$ cat src/secmem_consts.svh
// fixed widths, memory depth, partition boundary and opcodes for secmem
// included by the package and by any RTL file that needs a value

`ifndef SECMEM_CONSTS_SVH
`define SECMEM_CONSTS_SVH

// message field widths
`define SECMEM_ADDR_NBITS 32
`define SECMEM_DATA_NBITS 32
`define SECMEM_OPAQUE_NBITS 8

// main memory depth in words
`define SECMEM_MEM_NWORDS 256

// insecure domain may only touch byte addresses at or above this
`define SECMEM_PAR_ADDR 32'h0000_0200

// request and response kinds
`define SECMEM_TYPE_READ 3'd0
`define SECMEM_TYPE_WRITE 3'd1

`endif

$ cat src/secmem_pkg.sv
// message types of the secmem memory path
// shared by the RTL and the testbench

`include "secmem_consts.svh"

package secmem_pkg;

	typedef logic [2:0] mem_type_t;

	// memory request, 75 bits
	typedef struct packed {
		mem_type_t                        msg_type;
		logic [`SECMEM_OPAQUE_NBITS-1:0]  opaque;
		logic [`SECMEM_ADDR_NBITS-1:0]    addr;
		logic [`SECMEM_DATA_NBITS-1:0]    data;
	} mem_req_t;

	// dma command, same width as a request
	typedef struct packed {
		logic [10:0]                      pad;
		logic [`SECMEM_ADDR_NBITS-1:0]    src_addr;
		logic [`SECMEM_ADDR_NBITS-1:0]    dest_addr;
	} dma_cmd_t;

	// one request word, seen as a memory access or as a copy command
	typedef union packed {
		mem_req_t  req;
		dma_cmd_t  dma;
	} mem_req_u;

	// memory response, 44 bits
	typedef struct packed {
		mem_type_t                        msg_type;
		logic [`SECMEM_OPAQUE_NBITS-1:0]  opaque;
		logic                             fail;
		logic [`SECMEM_DATA_NBITS-1:0]    data;
	} mem_resp_t;

endpackage

$ cat src/mem_arbiter.sv
// two-requester arbiter, cache on port 0 has priority over dma on port 1
// one request outstanding, the response returns to the recorded owner

`timescale 1ns/1ps

module mem_arbiter (
	input  logic                  clk,
	input  logic                  rst,

	input  secmem_pkg::mem_req_t  req0,
	input  logic                  req0_domain,
	input  logic                  req0_val,
	output logic                  req0_rdy,
	output secmem_pkg::mem_resp_t resp0,
	output logic                  resp0_val,
	input  logic                  resp0_rdy,

	input  secmem_pkg::mem_req_t  req1,
	input  logic                  req1_domain,
	input  logic                  req1_val,
	output logic                  req1_rdy,
	output secmem_pkg::mem_resp_t resp1,
	output logic                  resp1_val,
	input  logic                  resp1_rdy,

	output secmem_pkg::mem_req_t  req,
	output logic                  req_domain,
	output logic                  req_val,
	input  logic                  req_rdy,
	input  secmem_pkg::mem_resp_t resp,
	input  logic                  resp_val,
	output logic                  resp_rdy
);

	logic busy_q;
	logic owner_q;
	logic sel;
	logic req_go;
	logic resp_go;

	//==============================
	// request side
	//==============================

	// port 1 only when port 0 is idle
	assign sel = req1_val && !req0_val;

	assign req        = sel ? req1 : req0;
	assign req_domain = sel ? req1_domain : req0_domain;
	assign req_val    = !busy_q && (req0_val || req1_val);

	assign req0_rdy = !busy_q && req_rdy;
	assign req1_rdy = !busy_q && sel && req_rdy;

	assign req_go = req_val && req_rdy;

	//==============================
	// response side
	//==============================

	assign resp0     = resp;
	assign resp1     = resp;
	assign resp0_val = resp_val && busy_q && !owner_q;
	assign resp1_val = resp_val && busy_q && owner_q;
	assign resp_rdy  = owner_q ? resp1_rdy : resp0_rdy;

	assign resp_go = resp_val && resp_rdy && busy_q;

	always_ff @(posedge clk) begin
		if (rst) begin
			busy_q  <= 1'b0;
			owner_q <= 1'b0;
		end else if (req_go) begin
			busy_q  <= 1'b1;
			owner_q <= sel;
		end else if (resp_go) begin
			busy_q  <= 1'b0;
		end
	end

endmodule

$ cat config.mk
export PLATFORM = sky130hd
export DESIGN_NAME = mem_arbiter
export DESIGN_NICKNAME = d
export VERILOG_FILES = /design/src/secmem_pkg.sv /design/src/mem_arbiter.sv
export VERILOG_INCLUDE_DIRS = /design/src
export SDC_FILE = /design/constraint.sdc
export NUM_CORES = 1
export LEC_CHECK = 0
export BUFFER_PORTS_ARGS = -buffer_cell sky130_fd_sc_hd__buf_2
export CAP_MARGIN = 10
export CORE_AREA = 2 2 145 147
export DETAILED_ROUTE_END_ITERATION = 10
export DIE_AREA = 0 0 147 149
export GPL_ROUTABILITY_DRIVEN = 0
export GPL_TIMING_DRIVEN = 1
export PLACE_DENSITY = 0.34
export SYNTH_ARGS = -nofsm -noshare
export SYNTH_HDL_FRONTEND = slang
export SYNTH_SLANG_ARGS = --single-unit
$ cat constraint.sdc
create_clock -name clk -period 1.8 [get_ports clk]
set_input_delay 0.36 -clock clk [delete_from_list [all_inputs] [get_ports clk]]
set_output_delay 0.36 -clock clk [all_outputs]
set_load 0.005 [all_outputs]
# Word-level counts from Yosys, hierarchy flattened
# Cells that the tools add are included.
# Widths: inputs -> output; s select.
[totals] inputBits=204 word_cells=23 register_bits=2
[op_classes] n_reduce_logical=16 n_mux=5
[ops] op="$mux 75" count=1
[ops] op="$logic_and 1x1->1" count=11
[ops] op="$mux 1" count=4
[ops] op="$logic_not 1->1" count=3
[ops] op="$reduce_bool 2->1" count=1
[ops] op="$logic_or 1x1->1" count=1

# Depth between registers and ports, before layout
[logic_depth] word_depth=5 depth_mapped=5 depth_no_buf=2

# Worst setup path before layout
# Ideal clock, no wire load.
[synth_path] path_kind="input port to output port" start="in req0_val" end="out req[45] (netlist name)" t_arrival_ns=1.186 required_time_ns=1.440 slack_ns=0.254 path_stages=5 cell_sequence="nand2b_1 buf_2 buf_6 buf_6 mux2_4"
[synth_lines] item="start: declaration" line="mem_arbiter.sv:12" rtl="input logic req0_val,"
[synth_lines] item="end: declaration" line="mem_arbiter.sv:26" rtl="output secmem_pkg::mem_req_t req,"

==> reports/summary.txt <==
Outcome - finished, final reports clean
Hold Path Depth - 2
FP Rows - 53
Maxcap violations - 0
P_sw - 0.265 mW
R2R Path End - busy_q
Worst Path Buf+Inv - 3
Vias per cell - 2.92
Internal power consumption - 0.726 mW
Ports - 374
Sw Ratio - 26.8%
Vias - 1815
Final setup vio count - 0
R2r worst-path depth - 2
Highest-delay cell along the critical path - mux2_2
Mapped Avg Cell Area - 9.57 um^2
Setup TNS - 0 ns
Critical Path RT - 1.44 ns
Ys async rst share - 0%
Fmax - 568 MHz
Grt total ovfl - 0
Clk sinks - 2
Routed wire length per instance - 11.1 um
Period utilisation layout - 97.8%
Die X - 147 um
Initial antenna violation count - 1
Fin nets - 553
Pre-CTS setup slack - 0.00778 ns
Core area - 0.0206 mm^2
Setup crit end kind - output port
Worst-path clk slew - 0.03 ns
Synth cell types - 15
Met3 GRT Util - 3.06%
Min Hold Slack - 0.330 ns
First-pass GRT wire length - 9650 um
Minimum clock period - 1.76 ns
Root buffer cell - clkbuf_16
Reg2Reg Setup Slack - 0.71 ns
Crit path launch type - primary input
Post-synthesis instance total - 191
Register share of total power - 5.3%
Largest net degree at the start of global routing - 44
TritonRoute pass-1 iters - 4
Seq cells post-synth - 2
Top Family by Delay on Critical Path - buffers and inverters
Placed Area - 0.00275 mm^2
DRC - 0
Max VDD drop - 238 uV
Top cells by area, synth - buf_4, mux2_2, mux2_4, buf_6, dfxtp_1
Fin util - 13.9%
RSZ-0062 raised after global routing - true
Most frequently used cell type in the post-synthesis netlist - buf_4
Most used cell, CP - buf_2
R2R Path Start - owner_q
Post-Syn Area - 0.00183 mm^2
Die ar. - 0.0219 mm^2
Initial core utilization - 8.89%
CTS Buf Count - 3
Final WL - 6900 um
Final Hold Fails - 0
Worst stage delay on the critical path - 0.37 ns
Yosys top cell area share - 36.1%
Area leader, netlist - buf_4
Worst Hold Path EP - busy_q
M1 GR Usage - 7.22%
Clock Power Share - 33.7%
Number of port buffers - 241
Max-slew violations - 0
Worst Skew - 0.000313 ns
Static leakage - 1.56 nW
Worst Slack Setup Final - 0.0389 ns
Placed Instances - 616
Total GRT Usage - 5.63%
Total power - 0.991 mW
Grt met2 use - 8.33%
Routed Antenna Nets - 0
Share of layout cells above drive strength 1 - 95.4%
Rel. slew slack - 83.0%
Hold crit path type - in -> reg
Post-synthesis sequential area ratio - 2.19%
CP Max Fanout - 43
Clk buf depth - 2
# fillers - 2405
Final instance area - 0.00286 mm^2
Kind of critical path - in -> out
Synth Warn # - 0
# diodes - 0
Worst path cell trace - buf_2, nand2b_4, buf_16, mux2_2, buf_2
Main flop type after synthesis - dfxtp_1
H-tree levels - 1
HP Start - rst
Vias in the first global route - 1688
1st-iter DRT viols - 47
Die Ht - 149 um
Net Count, Synth - 395
HPWL Detailed - 6090 um
CTS tree - yes
Final Non-Filler Cells - 622
List of most frequent post-synthesis cells - buf_4, mux2_2, mux2_4
CP Data Arrival Time - 1.40 ns
Slew @ Worst Pin - 0.254 ns
Cts hold-fix bufs - 0
Power density over cell area - 347 mW/mm^2
Synthesis-to-layout area growth - 56.2%
GR peak layer - met2
Gate power share - 61.1%
Clock Latency Late Sink - 0.22 ns
EDFF count, synth - 0
how the worst max path moves through the flow:
| stage | from | slack, ns | cells past startpoint | endpoint |
|---|---|---|---|---|
| global route | req0_val | -0.02 | 5 | req[32] |
| finish | req0_val | 0.04 | 5 | req[27] |
| global placement | req0_val | -0.001 | 5 | req[11] |
| floorplan | req0_val | 0.25 | 5 | req[45] |
| detailed placement | req0_val | 0.008 | 5 | req[11] |
| CTS | req0_val | 0.008 | 5 | req[11] |
timing repair:
item,CTS,global route
gates resized for setup,0,1
buffers inserted,0,3
endpoints found under the setup margin,0,26
state kept, by name, indices dropped and copies added (netlist names):
register	count
busy_q	1
owner_q	1
area by class of cell:
| type | instances | area, um^2 | share of cell area (%) |
|---|---|---|---|
| Inverter | 2 | 7.51 | 0.263 |
| Clock buffer | 3 | 75.1 | 2.63 |
| Tap cell | 275 | 344 | 12.1 |
| Sequential cell | 2 | 40.0 | 1.40 |
| Timing Repair Buffer | 250 | 1330 | 46.6 |
| Multi-Input combinational cell | 90 | 1060 | 37.0 |
per-layer routing:
metal	vias up	part of all wire, %
li1	873	-
met3	5	14
met2	168	43
met1	769	43
met5	-	0
met4	0	0.52
cells in the final DEF (no fill, tap or decap):
cell type | synthesis | final
dfxtp_1 | 2 | 2
nand3b_1 | 1 | 1
mux2_4 | 29 | 29
nor2b_1 | 2 | 2
mux2_2 | 48 | 48
inv_1 | 2 | 2
nand2_1 | 1 | 1
o21ai_0 | 1 | 1
and2_1 | 1 | 1
nand2b_4 | 0 | 1
a221oi_1 | 2 | 2
buf_16 | 0 | 1
buf_2 | 5 | 241
buf_4 | 88 | 5
clkbuf_16 | 0 | 3
buf_12 | 0 | 3
nor2_1 | 4 | 4
power groups by stage:
stage                     sequential (mW)  combinational [mW]  clock [mW]
final                              0.0522               0.605       0.334
after CTS                          0.0521               0.609       0.341
after detailed placement           0.0526               0.606           0
after floorplan                    0.0514               0.421           0
after global placement             0.0530               0.610           0
after global routing               0.0531               0.662       0.344
kinds of logic (layout without fill, tap and decap cells):
| family | Yosys count | after routing | synth area share [%] |
|---|---|---|---|
| AND/OR/NAND/NOR | 10 | 10 | 2.81 |
| flip-flops | 2 | 2 | 2.19 |
| buffers and inverters | 99 | 255 | 40.4 |
| multiplexers | 77 | 77 | 53.4 |
| AO/OA/AOI/OAI | 3 | 3 | 1.23 |
Note: power is estimated with default switching activity, not from simulation.
