[config.mk]
export PLATFORM = sky130hd
export DESIGN_NAME = mem_addr_ctrl
export DESIGN_NICKNAME = d
export VERILOG_FILES = /design/src/secmem_pkg.sv /design/src/mem_addr_ctrl.sv
export VERILOG_INCLUDE_DIRS = /design/src
export SDC_FILE = /design/constraint.sdc
export NUM_CORES = 1
export LEC_CHECK = 0
export CAP_MARGIN = 25
export CORE_AREA = 2 2 97 99
export DETAILED_ROUTE_END_ITERATION = 7
export DIE_AREA = 0 0 99 101
export DONT_BUFFER_PORTS = 1
export GPL_ROUTABILITY_DRIVEN = 0
export MAX_ROUTING_LAYER = met4
export REMOVE_ABC_BUFFERS = 1
export SYNTH_ARGS = -nofsm -noshare
export SYNTH_HDL_FRONTEND = slang
export SYNTH_SLANG_ARGS = --single-unit
[constraint.sdc]
create_clock -name clk -period 3.95 [get_ports clk]
set_input_delay 0.395 -clock clk [delete_from_list [all_inputs] [get_ports clk]]
set_output_delay 0.395 -clock clk [all_outputs]
set_load 0.05 [all_outputs]
[src/secmem_consts.svh]
// fixed widths, memory depth, partition boundary and opcodes for secmem
// included by the package and by any RTL file that needs a value

`ifndef SECMEM_CONSTS_SVH
`define SECMEM_CONSTS_SVH

// message field widths
`define SECMEM_ADDR_NBITS 32
`define SECMEM_DATA_NBITS 32
`define SECMEM_OPAQUE_NBITS 8

// main memory depth in words
`define SECMEM_MEM_NWORDS 256

// insecure domain may only touch byte addresses at or above this
`define SECMEM_PAR_ADDR 32'h0000_0200

// request and response kinds
`define SECMEM_TYPE_READ 3'd0
`define SECMEM_TYPE_WRITE 3'd1

`endif

[src/secmem_pkg.sv]
// message types of the secmem memory path
// shared by the RTL and the testbench

`include "secmem_consts.svh"

package secmem_pkg;

	typedef logic [2:0] mem_type_t;

	// memory request, 75 bits
	typedef struct packed {
		mem_type_t                        msg_type;
		logic [`SECMEM_OPAQUE_NBITS-1:0]  opaque;
		logic [`SECMEM_ADDR_NBITS-1:0]    addr;
		logic [`SECMEM_DATA_NBITS-1:0]    data;
	} mem_req_t;

	// dma command, same width as a request
	typedef struct packed {
		logic [10:0]                      pad;
		logic [`SECMEM_ADDR_NBITS-1:0]    src_addr;
		logic [`SECMEM_ADDR_NBITS-1:0]    dest_addr;
	} dma_cmd_t;

	// one request word, seen as a memory access or as a copy command
	typedef union packed {
		mem_req_t  req;
		dma_cmd_t  dma;
	} mem_req_u;

	// memory response, 44 bits
	typedef struct packed {
		mem_type_t                        msg_type;
		logic [`SECMEM_OPAQUE_NBITS-1:0]  opaque;
		logic                             fail;
		logic [`SECMEM_DATA_NBITS-1:0]    data;
	} mem_resp_t;

endpackage

[src/mem_addr_ctrl.sv]
// address partition check in front of main memory
// allowed requests pass straight through, denied ones get a fail response

`timescale 1ns/1ps

`include "secmem_consts.svh"

module mem_addr_ctrl (
	input  logic                  clk,
	input  logic                  rst,

	input  secmem_pkg::mem_req_t  up_req,
	input  logic                  up_domain,
	input  logic                  up_val,
	output logic                  up_rdy,

	output secmem_pkg::mem_resp_t up_resp,
	output logic                  up_resp_val,
	input  logic                  up_resp_rdy,

	output secmem_pkg::mem_req_t  mem_req,
	output logic                  mem_val,
	input  logic                  mem_rdy,

	input  secmem_pkg::mem_resp_t mem_resp,
	input  logic                  mem_resp_val,
	output logic                  mem_resp_rdy,

	output logic                  violation
);

	import secmem_pkg::*;

	logic      allow;
	logic      deny_go;
	logic      fail_val_q;
	mem_resp_t fail_q;

	// secure domain sees everything
	assign allow = up_domain || (up_req.addr >= `SECMEM_PAR_ADDR);

	assign mem_req = up_req;
	assign mem_val = up_val && allow;

	assign up_rdy    = allow ? mem_rdy : !fail_val_q;
	assign deny_go   = up_val && !allow && !fail_val_q;
	assign violation = deny_go;

	//==============================
	// fail response register
	//==============================

	always_ff @(posedge clk) begin
		if (rst) begin
			fail_val_q <= 1'b0;
		end else if (deny_go) begin
			fail_val_q <= 1'b1;
		end else if (up_resp_rdy) begin
			fail_val_q <= 1'b0;
		end
	end

	always_ff @(posedge clk) begin
		if (deny_go) begin
			fail_q.msg_type <= up_req.msg_type;
			fail_q.opaque   <= up_req.opaque;
			fail_q.fail     <= 1'b1;
			fail_q.data     <= '0;
		end
	end

	// a pending fail response goes first
	assign up_resp      = fail_val_q ? fail_q : mem_resp;
	assign up_resp_val  = fail_val_q || mem_resp_val;
	assign mem_resp_rdy = up_resp_rdy && !fail_val_q;

endmodule

Yosys cells after proc, flatten, opt, wreduce, memory -nomap -nowiden
Index checks and enable logic that the tools add are counted.
{ "word_totals": {"regBits": 12, "latch_bits": 0, "ram_bits": 0, "mem_bits_ro": 0, "out_inout_bits": 124, "word_cells": 17, "mem_count": 0} }
{ "classes": {"addsub": 0, "multipliers": 0, "div_mod_pow": 0, "magnitude_cmp": 1, "eq_ne": 0, "shifts": 0, "muxes": 4, "bitwise": 0, "n_reduce_logical": 9} }
{ "ops": {"columns": ["cell", "n"], "rows": [
  ["44-bit two-way mux", 1],
  ["32-bit by 10-bit greater-or-equal comparator with 1-bit output (second input constant)", 1],
  ["1-bit logical AND", 4],
  ["1-bit two-way mux", 3],
  ["1-bit logical NOT", 2],
  ["1-bit logical OR", 2],
  ["2-bit nonzero test", 1]
]} }

Depth between registers and ports, before layout
{ "depth": {"ltp_word": 6, "depth_mapped": 4} }

Worst setup path before layout
Ideal clock, no wire load.
{ "synth_timing": {"kind": "input -> output", "from": "input port up_req[45] (netlist bit)", "to": "output port up_rdy", "t_arrival_ns": 2.110, "t_required_ns": 3.555, "setup_slack_ns": 1.445, "stages": 3, "cell_sequence": "nor4_2 -> nand4_2 -> o31ai_1"} }
{ "synth_via": {"elab_chain_len": 3} }
{ "synth_rtl": {"columns": ["item", "line_no", "source"], "rows": [
  ["start, declared", "mem_addr_ctrl.sv:12", "input secmem_pkg::mem_req_t up_req,"],
  ["32-bit by 10-bit greater-or-equal comparator with 1-bit output (no line)", null, null],
  ["1-bit logical OR", "mem_addr_ctrl.sv:40", "assign allow = up_domain || (up_req.addr >= `SECMEM_PAR_ADDR);"],
  ["1-bit two-way mux", "mem_addr_ctrl.sv:45", "assign up_rdy = allow ? mem_rdy : !fail_val_q;"],
  ["end, declared", "mem_addr_ctrl.sv:15", "output logic up_rdy,"]
]} }
Every way passes these cells.

==> metrics.md <==
| Metric | Value |
|---|---|
| Status | finished, final reports clean |
| Drc violations | 0 |
| Largest net degree at the start of global routing | 50 |
| CP Cell Sequence | mux2_1 |
| R2R Setup Slk | 2.31 ns |
| Total grt overflow | 0 |
| ANT nets after route | 0 |
| Register bit total from synthesis | 12 |
| RSZ-0062 raised after global routing | false |
| DR vias | 771 |
| Clk slew on worst S/H paths | 0.05 ns |
| First-pass GRT wire length | between 5000 and 6000 um |
| Post-CTS resize count | 0 |
| Met1 usage | 9.80% |
| # setup viols final | 0 |
| Synth cell types | 18 |
| Vias per inst | around 4.1 |
| CTS sink cnt | 12 |
| Worst Path Buf+Inv | 0 |
| Nets | a little over 200 |
| Clock Latency Late Sink | 0.24 ns |
| Port-buffer cells | 0 |
| Reg2reg start | fail_val_q |
| Synth area leader | buf_4 |
| Die width | 99 um |
| Critical Path RT | between 3 and 4 ns |
| Clock Root Buffer | clkbuf_8 |
| Tcrit/Tclk final | between 50% and 60% |
| Initial Utilization | roughly 16% |
| Fin cells | 190 |
| Router iterations before antenna repair | 4 |
| Chip Height | ~100 um |
| Arrival time of the worst setup path | 1.80 ns |
| Crit start category | flop |
| Area grow syn2layout | -26.6% |
| Hold Path Stages | 0 |
| Grt peak-use layer | met3 |
| Core area | roughly 9000 sq um |
| Final hold viol count | 0 |
| Leak Pwr | approximately 0.32 nW |
| Worst Min Path Start | up_req[72] |
| Endpoint, Worst Hold | fail_q[41] |
| Slowest cell on crit path | dfxtp_2 |
| ANT cells | 0 |
| I/O pin count | 250 |
| Rel. slew slack | between 30% and 40% |
| Routed len/inst | between 20 and 25 um |
| PwrDens | about 370 nW/um^2 |
| Die area | 10000 sq um |
| Via count of the first global-routing pass | between 600 and 700 |
| Drt total wl | ~4500 um |
| Fillers | a little under 1000 |
| Synth top area share | 39.7% |
| Count of final max-slew check failures | 0 |
| Hold crit path type | in2reg |
| Hold-fix buffers, CTS | 0 |
| Share of cells above drive strength 1 | between 15 and 20% |
| CTS Buf Count | 3 |
| FP Rows | 35 |
| Maxcap violations | 0 |
| Total GRT Usage | 7.92% |
| Worst Tran Pin Value | between 1 and 1.5 ns |
| Synthesized area per cell | around 9.2 sq um |
| Post-synthesis cell area | 1420 sq um |
| Dpl cells | approximately 190 |
| Max stage delay on crit path | about 0.93 ns |
| Top post-synthesis cells by area | buf_4 40%, edfxtp_1 23%, nor2b_1 15%, mux2_1 8.7%, nor4_2 3.5% |
| Crit-path leading delay family | flip-flops |
| Worst setup EP type | primary output |
| R2R Path End | fail_q[38] |
| Worst r2r path cells | 2 |
| Period minus WS final | approximately 2.2 ns |
| CTS tree | yes |
| Initial antenna violation count | 0 |
| Met2 usage in global routing | 7.38% |
| Post-CTS Setup Inserts | 0 |
| Clock tree buffer depth | 2 |
| H-tree levels | 1 |
| Most common cell after layout, fill and taps aside | nor2b_1 |
| Setup TNS | 0 ns |
| Seq/Total Area, Yosys | approximately a quarter |
| CP max FO | approximately 50 |
| Met3 Usage GRT | between 10% and 20% |
| Syn. warnings | 0 |
| Most frequent cells in the layout | 34 x nor2b_1, 11 x mux2_1, 11 x edfxtp_1, 4 x nor4_2, 4 x clkbuf_8 |
| FMAX | 455 MHz |
| Gate Count Post-Synth | 154 |
| Worst Path Class, Setup | reg2out |
| Worst Skew | 0.000669 ns |
| Max VDD drop | 175 uV |
| DR iter-0 viols | 20 |
-- per-layer routing --
layer | wire, um | up-vias
li1 | - | 272
met1 | 1740 | 359
met2 | 1550 | 136
met3 | 1190 | 4
met4 | 9 | 0
met5 | 0 | -
-- flip-flops by register name, indices dropped and copies added, names as in the netlist --
register    flops
fail_q         11
fail_val_q      1
-- final cells by class --
cell class | instances | area, sq um | share of cell area (%)
Clock buffer | 4 | 55.1 | 5.29
Tap cell | 111 | 139 | 13.3
Timing Repair Buffer | 1 | 7.51 | 0.721
Inverter | 1 | 3.75 | 0.361
Multi-Input combinational cell | 61 | 484 | 46.5
Sequential cell | 12 | 352 | 33.8
-- cells in the mapped netlist, drive strengths merged --
| cell | count |
|---|---|
| o21ai | 1 |
| nand4 | 1 |
| nor2b | 34 |
| clkbuf | 3 |
| nand2 | 1 |
| o31ai | 1 |
| dfxtp | 1 |
| mux2 | 11 |
| nor2 | 2 |
| or2 | 2 |
| edfxtp | 11 |
| nor4 | 7 |
| inv | 1 |
| o21ba | 1 |
| buf | 77 |
-- kinds of logic after synthesis --
logic type	synth area share, %
buffers and inverters	41.5
and+or+nand+nor	23.5
DFF	24.7
muxes	8.74
AOI/OAI and AO/OA	1.59
-- power by group --
part               switching, W  leakage [nW]  total [W]  internal, W
logic                  0.000103         0.186   0.000117    0.0000143
clock network         0.0000442        0.0288   0.000132    0.0000880
registers      0.00000000000985         0.107   0.000139     0.000139
total                  0.000147         0.322   0.000388     0.000241
-- worst max path at each step --
stage | start | to | cells after the start
2_1_floorplan | up_req[45] | up_rdy | 3
3_3_place_gp | up_req[51] | up_rdy | 3
3_5_place_dp | up_req[51] | up_rdy | 3
4_1_cts | fail_val_q | up_resp[42] | 1
5_1_grt | fail_val_q | up_resp[42] | 1
6_report | fail_val_q | up_resp[42] | 1
-- per-stage QoR --
stage	instance area [sq um]	hold WS, ns	power [W]	utilization (%)	setup WS, ns
after floorplan	833	0.494	0.000255	-	1.44
after global placement	986	0.494	0.000259	11.0	1.79
after detailed placement	986	0.494	0.000259	11.0	1.76
after CTS	1040	0.244	0.000394	11.6	1.68
after global routing	1040	0.239	0.000401	11.6	1.60
final	1040	0.252	0.000388	11.6	1.75
(Power assumes the default switching activity.)
