[src/secmem_consts.svh]
// fixed widths, memory depth, partition boundary and opcodes for secmem
// included by the package and by any RTL file that needs a value

`ifndef SECMEM_CONSTS_SVH
`define SECMEM_CONSTS_SVH

// message field widths
`define SECMEM_ADDR_NBITS 32
`define SECMEM_DATA_NBITS 32
`define SECMEM_OPAQUE_NBITS 8

// main memory depth in words
`define SECMEM_MEM_NWORDS 256

// insecure domain may only touch byte addresses at or above this
`define SECMEM_PAR_ADDR 32'h0000_0200

// request and response kinds
`define SECMEM_TYPE_READ 3'd0
`define SECMEM_TYPE_WRITE 3'd1

`endif

[src/secmem_pkg.sv]
// message types of the secmem memory path
// shared by the RTL and the testbench

`include "secmem_consts.svh"

package secmem_pkg;

	typedef logic [2:0] mem_type_t;

	// memory request, 75 bits
	typedef struct packed {
		mem_type_t                        msg_type;
		logic [`SECMEM_OPAQUE_NBITS-1:0]  opaque;
		logic [`SECMEM_ADDR_NBITS-1:0]    addr;
		logic [`SECMEM_DATA_NBITS-1:0]    data;
	} mem_req_t;

	// dma command, same width as a request
	typedef struct packed {
		logic [10:0]                      pad;
		logic [`SECMEM_ADDR_NBITS-1:0]    src_addr;
		logic [`SECMEM_ADDR_NBITS-1:0]    dest_addr;
	} dma_cmd_t;

	// one request word, seen as a memory access or as a copy command
	typedef union packed {
		mem_req_t  req;
		dma_cmd_t  dma;
	} mem_req_u;

	// memory response, 44 bits
	typedef struct packed {
		mem_type_t                        msg_type;
		logic [`SECMEM_OPAQUE_NBITS-1:0]  opaque;
		logic                             fail;
		logic [`SECMEM_DATA_NBITS-1:0]    data;
	} mem_resp_t;

endpackage

[src/dma_ctrl.sv]
// single-word dma copy, reads the source then writes the destination
// both accesses carry the latched domain through the partition check

`timescale 1ns/1ps

`include "secmem_consts.svh"

module dma_ctrl (
	input  logic                  clk,
	input  logic                  rst,

	input  secmem_pkg::dma_cmd_t  cmd,
	input  logic                  domain,
	input  logic                  val,
	output logic                  rdy,
	output logic                  done,
	output logic                  fail,

	output secmem_pkg::mem_req_t  mem_req,
	output logic                  mem_domain,
	output logic                  mem_val,
	input  logic                  mem_rdy,

	input  secmem_pkg::mem_resp_t mem_resp,
	input  logic                  mem_resp_val,
	output logic                  mem_resp_rdy
);

	localparam logic [2:0] st_idle    = 3'd0;
	localparam logic [2:0] st_rd_req  = 3'd1;
	localparam logic [2:0] st_rd_wait = 3'd2;
	localparam logic [2:0] st_wr_req  = 3'd3;
	localparam logic [2:0] st_wr_wait = 3'd4;
	localparam logic [2:0] st_done    = 3'd5;

	// tags dma traffic in the opaque field
	localparam logic [`SECMEM_OPAQUE_NBITS-1:0] dma_tag = 8'hd0;

	logic [2:0]                   state;
	logic [`SECMEM_ADDR_NBITS-1:0] src_q;
	logic [`SECMEM_ADDR_NBITS-1:0] dest_q;
	logic [`SECMEM_DATA_NBITS-1:0] data_q;
	logic                          domain_q;
	logic                          fail_q;

	assign rdy          = (state == st_idle);
	assign done         = (state == st_done);
	assign fail         = fail_q;
	assign mem_domain   = domain_q;
	assign mem_val      = (state == st_rd_req) || (state == st_wr_req);
	assign mem_resp_rdy = (state == st_rd_wait) || (state == st_wr_wait);

	always_comb begin
		mem_req.opaque = dma_tag;
		if (state == st_wr_req) begin
			mem_req.msg_type = `SECMEM_TYPE_WRITE;
			mem_req.addr     = dest_q;
			mem_req.data     = data_q;
		end else begin
			mem_req.msg_type = `SECMEM_TYPE_READ;
			mem_req.addr     = src_q;
			mem_req.data     = '0;
		end
	end

	always_ff @(posedge clk) begin
		if (rst) begin
			state <= st_idle;
		end else begin
			case (state)
				st_idle:    if (val) state <= st_rd_req;
				st_rd_req:  if (mem_rdy) state <= st_rd_wait;
				st_rd_wait: if (mem_resp_val) state <= mem_resp.fail ? st_done : st_wr_req;
				st_wr_req:  if (mem_rdy) state <= st_wr_wait;
				st_wr_wait: if (mem_resp_val) state <= st_done;
				default:    state <= st_idle;
			endcase
		end
	end

	// command latch and copy data
	always_ff @(posedge clk) begin
		if (state == st_idle && val) begin
			src_q    <= cmd.src_addr;
			dest_q   <= cmd.dest_addr;
			domain_q <= domain;
		end
		if (state == st_rd_wait && mem_resp_val) begin
			data_q <= mem_resp.data;
			fail_q <= mem_resp.fail;
		end
		if (state == st_wr_wait && mem_resp_val) begin
			fail_q <= mem_resp.fail;
		end
	end

endmodule

[config.mk]
export PLATFORM = sky130hd
export DESIGN_NAME = dma_ctrl
export DESIGN_NICKNAME = d
export VERILOG_FILES = /design/src/secmem_pkg.sv /design/src/dma_ctrl.sv
export VERILOG_INCLUDE_DIRS = /design/src
export SDC_FILE = /design/constraint.sdc
export NUM_CORES = 1
export LEC_CHECK = 0
export ABC_AREA = 1
export BUFFER_PORTS_ARGS = -buffer_cell sky130_fd_sc_hd__buf_2
export CORE_MARGIN = 5
export CORE_UTILIZATION = 49
export DETAILED_ROUTE_END_ITERATION = 8
export MAX_ROUTING_LAYER = met4
export PLACE_DENSITY = 0.95
export SLEW_MARGIN = 25
export SYNTH_ARGS = -nofsm -noshare
export SYNTH_HDL_FRONTEND = slang
export SYNTH_SLANG_ARGS = --single-unit
export TNS_END_PERCENT = 5
[constraint.sdc]
create_clock -name clk -period 17.93 [get_ports clk]
set_input_delay 3.586 -clock clk [delete_from_list [all_inputs] [get_ports clk]]
set_output_delay 3.586 -clock clk [all_outputs]
set_load 0.05 [all_outputs]
# Word level (Yosys, flattened, before mapping)
# Index checks and enable logic that the tools add are counted.
dict set report classes {
  reduce_logical 8
  n_mux 11
  eq_ne 10
}
# op count
set ops {}
lappend ops {{two-way mux 64 bit} 1}
lappend ops {{two-way mux 3 bit} 6}
lappend ops {{one-hot mux 3 bit (5 select lines)} 1}
lappend ops {{!= test 2 bit (second input constant)} 5}
lappend ops {{equality test 3 x 2 -> 1 bit (second input constant)} 2}
lappend ops {{equality test 3 bit (second input constant)} 2}
lappend ops {{AND reduction 5 bit} 1}
lappend ops {{equality test 3 x 1 -> 1 bit (second input constant)} 1}
lappend ops {{logical AND 1 bit} 3}
lappend ops {{zero test 3 bit} 1}
lappend ops {{two-way mux 1 bit} 3}
lappend ops {{logical OR 1 bit} 2}
lappend ops {{nonzero test 2 bit} 1}
dict set report word_totals {
  register_bits 101
  input_bits 125
  elab_cells 35
}

# Logic depth before layout (Yosys ltp)
# Gate-level depths: netlist of run 1.
dict set report depth {
  depth_word 4
  depth_mapped 8
}

# Worst setup path after synthesis of run 1
# Ideal clock, no wire load.
dict set report synth_path {
  path_kind {in2reg}
  startpoint {input port val}
  endpoint {register dest_q[0], enable pin}
  required_ns 17.362
  slack_ns 9.324
  t_arrival_ns 8.038
  path_stages 2
  setup_time_ns 0.568
  cell_sequence {inv_1 > nor3_1}
}
dict set report synth_between {
  elab_chain_cells 1
}
# item line
set synth_rtl {}
lappend synth_rtl {{from (decl)} dma_ctrl.sv:14} ;# input logic val,
lappend synth_rtl {{logical AND 1 bit} dma_ctrl.sv:83} ;# if (state == st_idle && val) begin
lappend synth_rtl {{to (signal assigned)} dma_ctrl.sv:85} ;# dest_q <= cmd.dest_addr;
lappend synth_rtl {{to (decl)} dma_ctrl.sv:41} ;# logic [`SECMEM_ADDR_NBITS-1:0] dest_q;
# No other way between the ends.
# A chain may end at the register's enable or synchronous reset.

==> impl_metrics.json, run 1 <==
{
  "outcome": "completed",
  "regToRegSetupSlack_ns": 16.03,
  "die_w_um": 100.3,
  "vias": 2758,
  "rsz0062_at_grt": "false",
  "async_reset_ff_share_pct": 0,
  "ys_warn_count": 0,
  "wirelength_mm": 8.091,
  "cap_violations": 0,
  "synth_top_area_share_pct": 73.66,
  "start_util_pct": 49.37,
  "grt_pass1_vias": 2765,
  "grt.overflow.total": 0,
  "grt_pass1_wl_mm": 12.47,
  "rows": 33,
  "grtUsageTotal_pct": 16.42,
  "die_y_um": 100.3,
  "crit_required_ns": 14.34,
  "ctsHtreeMaxLevel": 3,
  "core_area_um2": 8093,
  "worstMarginPinSlew_ns": 0.7818,
  "wire_per_inst_um": 13.09,
  "ctsHoldBuffers": 0,
  "setup_viol": 0,
  "period_share_pct": 33.03,
  "post-route-cell-area_um2": 5141,
  "finalSetupTns_ns": 0,
  "syn_area_um2": 3995,
  "crit_arrival_ns": 2.34,
  "yosys.area.top_type": "edfxtp_1",
  "synth_cell_types": 20,
  "crit_path_end_kind": "primary output",
  "antennaDiodeCount": 0,
  "root_buffer": "clkbuf_8",
  "slew_violations": 0,
  "ys_seq_elements": 101,
  "grt_max_degree": 66,
  "slowest_stage": "dfxtp_1",
  "hold_class": "flop to flop",
  "p_per_area_nw_per_um2": 150.3,
  "cts_buffers": 9,
  "worstSetupPathType": "flop to primary output",
  "cts_tree": "built",
  "synth-edff-count": 98,
  "clk_latency_ns": 0.34,
  "nets": 634,
  "n_fill_cell": 619,
  "via_per_inst": 4.463,
  "synthTopCellsByArea": "edfxtp_1 74%, nand2_1 9.9%, nor2_1 4.5%, inv_1 3.9%, buf_4 2.4%",
  "gp_congestion": 0.8193,
  "avgSynthCellArea_um2": 11.93,
  "cts_setup_buffers": 0,
  "synth_ff_type": "edfxtp_1",
  "area_delta_synth_final_pct": 28.69,
  "ant_nets": 0,
  "synth_cells": 335,
  "drive_gt1_share_pct": 38.40,
  "clock_skew_ns": 0.01230,
  "cts_buffer_depth": 2,
  "yosysMostFrequentCell": "nand2_1",
  "clk_transition_reported_paths_ns": 0.09,
  "synth_common_cells": "105 x nand2_1, 98 x edfxtp_1, 48 x nor2_1, 41 x inv_1, 13 x buf_4",
  "hold_viol": 0,
  "leakage_uw": 0.002511,
  "fmax_ghz": 0.1688,
  "die_area_um2": 10060,
  "timing.critical_path.cells": "inv_1, nor2_8, inv_4, nor2_1, buf_2",
  "io_buffers": 173,
  "first_pass_iters": 6,
  "pre_cts_ws_ns": 12.39,
  "startpoint_type": "flop",
  "place_area_um2": 4906,
  "ys_seq_area_share_pct": 75.16,
  "cp_max_fo": 64,
  "max_slew_margin_pct": 47.88,
  "remaining_drc_errors": 0,
  "drtIter0Drc": 77,
  "cts_sinks": 101,
  "ioPinCount": 206,
  "final.setup.worst_slack_ns": 12.01,
  "post_cts_resized": 0,
  "period_needed_ns": 5.923,
  "antenna_found_initial": 0,
  "critPathMaxStageDelay_ns": 0.47,
  "place_hpwl_mm": 6.032,
  "ir_drop_mv": 0.1062
}
## placed cells by master, fill, tap and decap left out
cell type  count
a21oi_1        1
buf_4          2
dfxtp_1        3
nor3_2         1
buf_2        173
bufinv_16      3
nand3_1        6
nand2_2        2
nand2_1      105
nor2_2         1
o21ai_0        1
edfxtp_1      98
inv_2          1
nor3_1         1
clkbuf_8       9
nor2_8         1
clkinv_4       1
nand2_4        1
nand4_1        1
inv_4          1
nor2_1        47
inv_6          1
clkbuf_1       1
conb_1        10
nand3b_1       1
inv_1         41
## through the flow
step           std cells  hold WS, ns  util [%]  total power, uW
4_1_cts              618       0.5820     63.53            780.2
3_5_place_dp         603       0.5682     60.62            615.6
6_report             618       0.5838     63.53            772.8
3_3_place_gp         603       0.5610     60.62            606.7
2_1_floorplan        343       0.5250         -            556.1
5_1_grt              618       0.6333     63.53            812.0
## registers in the layout (all words and copies together) (netlist names)
signal      flops
state           3
dest_q         32
data_q         32
fail            1
src_q          32
mem_domain      1
## routing by layer
| layer | GRT usage, % | wire length (um) | part of all wire (%) |
|---|---|---|---|
| met5 | - | 0 | 0 |
| met4 | 5.285 | 114 | 1.4 |
| met3 | 4.587 | 895 | 11 |
| met2 | 28.29 | 3926 | 49 |
| met1 | 18.52 | 3155 | 39 |
## path summary, 6_finish.rpt
| path | start | endpoint | depth (start not counted) |
|---|---|---|---|
| setup reg to reg | state[1]$_SDFFE_PP0P_ | src_q[1]$_DFFE_PP_ | 4 |
| hold / removal | state[2]$_SDFFE_PP0P_ | state[2]$_SDFFE_PP0P_ | 2 |
| setup / recovery | state[1]$_SDFFE_PP0P_ | mem_req[29] | 5 |
| hold reg to reg | state[2]$_SDFFE_PP0P_ | state[2]$_SDFFE_PP0P_ | 2 |
## power breakdown
| part | switching [uW] | leakage [uW] | internal (uW) |
|---|---|---|---|
| logic | 218 | 0.00146 | 54.8 |
| clock network | 71.7 | 0.000117 | 92.8 |
| registers | 16.0 | 0.000933 | 319 |
| total | 306 | 0.00251 | 467 |
## worst max-delay path: cells and delay by family (launching register included)
family	cells	cell delay, ns
buf+inv	3	0.82
simple gates	2	0.66
flops	1	0.47
## layout make-up
type                            instances  area [um^2]  area share (%)
Sequential cell                       101         3003           58.41
Multi-Input combinational cell        179        726.9           14.14
Clock inverter                          5        107.6           2.093
Clock buffer                           10        127.6           2.482
Inverter                               43        163.9           3.188
Tap cell                              105        131.4           2.555
Timing Repair Buffer                  175        880.8           17.13
## cells by family (layout without fill, tap and decap cells)
logic type / count (synthesis) / count (layout) / synth area share, %
AO/OA/AOI/OAI: 2 / 2 / 0.2503
AND/OR/NAND/NOR: 167 / 167 / 16.82
flip-flops: 101 / 101 / 75.16
other: 2 / 10 / 0.1880
buffers and inverters: 63 / 233 / 7.579
Note: power is estimated with default switching activity, not from simulation.
==> run 2: changes to the inputs <==
Settings changed: CORE_UTILIZATION 49 to 45, PLACE_DENSITY 0.95 to 0.9.
Clock period 17.93 ns to 6.05 ns, I/O delays scaled along.
==> run 2 against run 1 <==
Sequential power rose to 3.0 times the previous value; routed wire length is 6.6% higher; combinational power grew to 3.0 times the previous value; die area rose by 8.0%; global-route usage decreased by 0.21 points; final area down 0.56%; critical path type unchanged; highest routed layer unchanged; utilization is 4.6 points lower; critical endpoint is now mem_req[19]; clock power rose to 2.5 times the previous value; final cell count grew 0.65%; first-iteration DRC count rose by 45%; worst hold slack gained 0.025 ns; via count is 3.1% higher.
==> impl_metrics.json, run 2 (synthesis gave the netlist of run 1 again) <==
{
  "outcome": "completed",
  "cap_violations": 0,
  "fmax_ghz": 0.2807,
  "hold-path-cell-count": 2,
  "r2r_cells": 4,
  "p_int_uw": 1302,
  "gp_congestion": 0.8622,
  "p_clk_share_pct": 18.6,
  "leakage_uw": 0.002492,
  "cts_tree": "built",
  "worstSetupPathType": "flop to primary output",
  "n_fill_cell": 710,
  "crit_path_end_kind": "primary output",
  "ant_nets": 0,
  "grt_pass1_vias": 2788,
  "layout_commonest_cell": "buf_2",
  "cts_buffer_depth": 2,
  "grt_max_degree": 65,
  "power_frac_seq_pct": 44.7,
  "cts_sinks": 101,
  "rows": 34,
  "grt_pass1_wl_mm": 13.59,
  "whs_ns": 0.6083,
  "core_area_um2": 8678,
  "total_power_uw": 2230,
  "post_cts_resized": 0,
  "drive_gt1_share_pct": 38.52,
  "ioPinCount": 206,
  "io_buffers": 173,
  "p_sw_share_pct": 41.59,
  "first_pass_iters": 4,
  "top_usage_layer": "met2",
  "grtUsageTotal_pct": 16.22,
  "die_w_um": 104.2,
  "power_frac_comb_pct": 36.7,
  "crit_arrival_ns": 2.35,
  "grt.overflow.total": 0,
  "worstMarginPinSlew_ns": 0.7692,
  "crit_required_ns": 4.84,
  "power.switching_uw": 927.5,
  "finalSetupTns_ns": 0,
  "p_per_area_nw_per_um2": 436.2,
  "use_met3_pct": 5.462,
  "clock_skew_ns": 0.01124,
  "max_slew_margin_pct": 48.55,
  "remaining_drc_errors": 0,
  "via_per_inst": 4.571,
  "seq_area_um2": 3003,
  "ctsHtreeMaxLevel": 3,
  "area_delta_synth_final_pct": 27.97,
  "layout_common_cells": "173 x buf_2, 105 x nand2_1, 98 x edfxtp_1, 47 x nor2_1, 41 x inv_1",
  "multi_input_area_um2": 733.2,
  "hold_class": "flop to flop",
  "setup_viol": 0,
  "ctsHoldBuffers": 0,
  "slew_violations": 0,
  "place_hpwl_mm": 6.457,
  "nets": 634,
  "vias": 2843,
  "cts_buffers": 9,
  "root_buffer": "clkbuf_8",
  "wire_per_inst_um": 13.86,
  "period_share_pct": 58.89,
  "die_area_um2": 10860,
  "top_regs": "data_q (32), dest_q (32), src_q (32)",
  "ir_drop_mv": 0.2631,
  "startpoint_type": "flop",
  "wirelength_mm": 8.624,
  "antenna_found_initial": 0,
  "drtIter0Drc": 112,
  "rsz0062_at_grt": "false",
  "antennaDiodeCount": 0,
  "hold_viol": 0,
  "cts_setup_buffers": 0,
  "cp_max_fo": 64,
  "clk_transition_reported_paths_ns": 0.10,
  "die_y_um": 104.2,
  "period_needed_ns": 3.563,
  "start_util_pct": 46.04,
  "grt_util_met1_pct": 18.63,
  "use_met2_pct": 27.50,
  "clk_latency_ns": 0.35
}
run 2: changes by cell type in the layout (fill, tap and decap cells not counted), sizes merged:
cell,delta
clkinv,+2
clkinvlp,+1
clkbuf,-1
bufinv,-2
inv,+1
run 2: path summary, 6_finish.rpt:
check | startpoint | end | slack, ns
worst max-delay path | state[1]$_SDFFE_PP0P_ | mem_req[19] | 2.49
worst min-delay path | state[0]$_SDFFE_PP0P_ | state[0]$_SDFFE_PP0P_ | 0.61
worst max register to register | state[1]$_SDFFE_PP0P_ | dest_q[20]$_DFFE_PP_ | 3.66
worst min register to register | state[0]$_SDFFE_PP0P_ | state[0]$_SDFFE_PP0P_ | 0.61
run 2: cell type report:
class	instances	area share, %
Multi-Input combinational cell	179	14.34
Timing Repair Buffer	175	17.23
Inverter	43	3.206
Clock inverter	7	1.419
Sequential cell	101	58.74
Clock buffer	9	2.423
Tap cell	108	2.643
run 2: power groups by stage:
| stage | Sequential (uW) | Clock [uW] | Combinational, uW |
|---|---|---|---|
| 2_1_floorplan | 1010 | 0 | 628 |
| 3_3_place_gp | 1000 | 0 | 806 |
| 3_5_place_dp | 1010 | 0 | 824 |
| 4_1_cts | 997 | 430 | 826 |
| 5_1_grt | 1010 | 468 | 873 |
| 6_report | 996 | 415 | 819 |
run 2: through the flow:
stage	std cells	utilization [%]	setup WS, ns	area (um^2)
floorplan	343	-	1.765	4030
global placement	606	56.65	2.970	4916
detailed placement	606	56.65	2.862	4916
CTS	622	58.91	2.451	5112
global route	622	58.91	2.237	5112
finish	622	58.91	2.487	5112
run 2: worst max-delay path: stages, from the launching register on:
cell and delay [ns]:
dfxtp_1 0.49, inv_1 0.20, nor2_8 0.44, inv_4 0.35, nor2_1 0.19, buf_2 0.28
run 2: metal layers:
layer  up-vias  wire length [um]
met5         -                 0
met2       164              4280
met3        10               845
met4         0                80
met1      1271              3418
li1       1398                 -
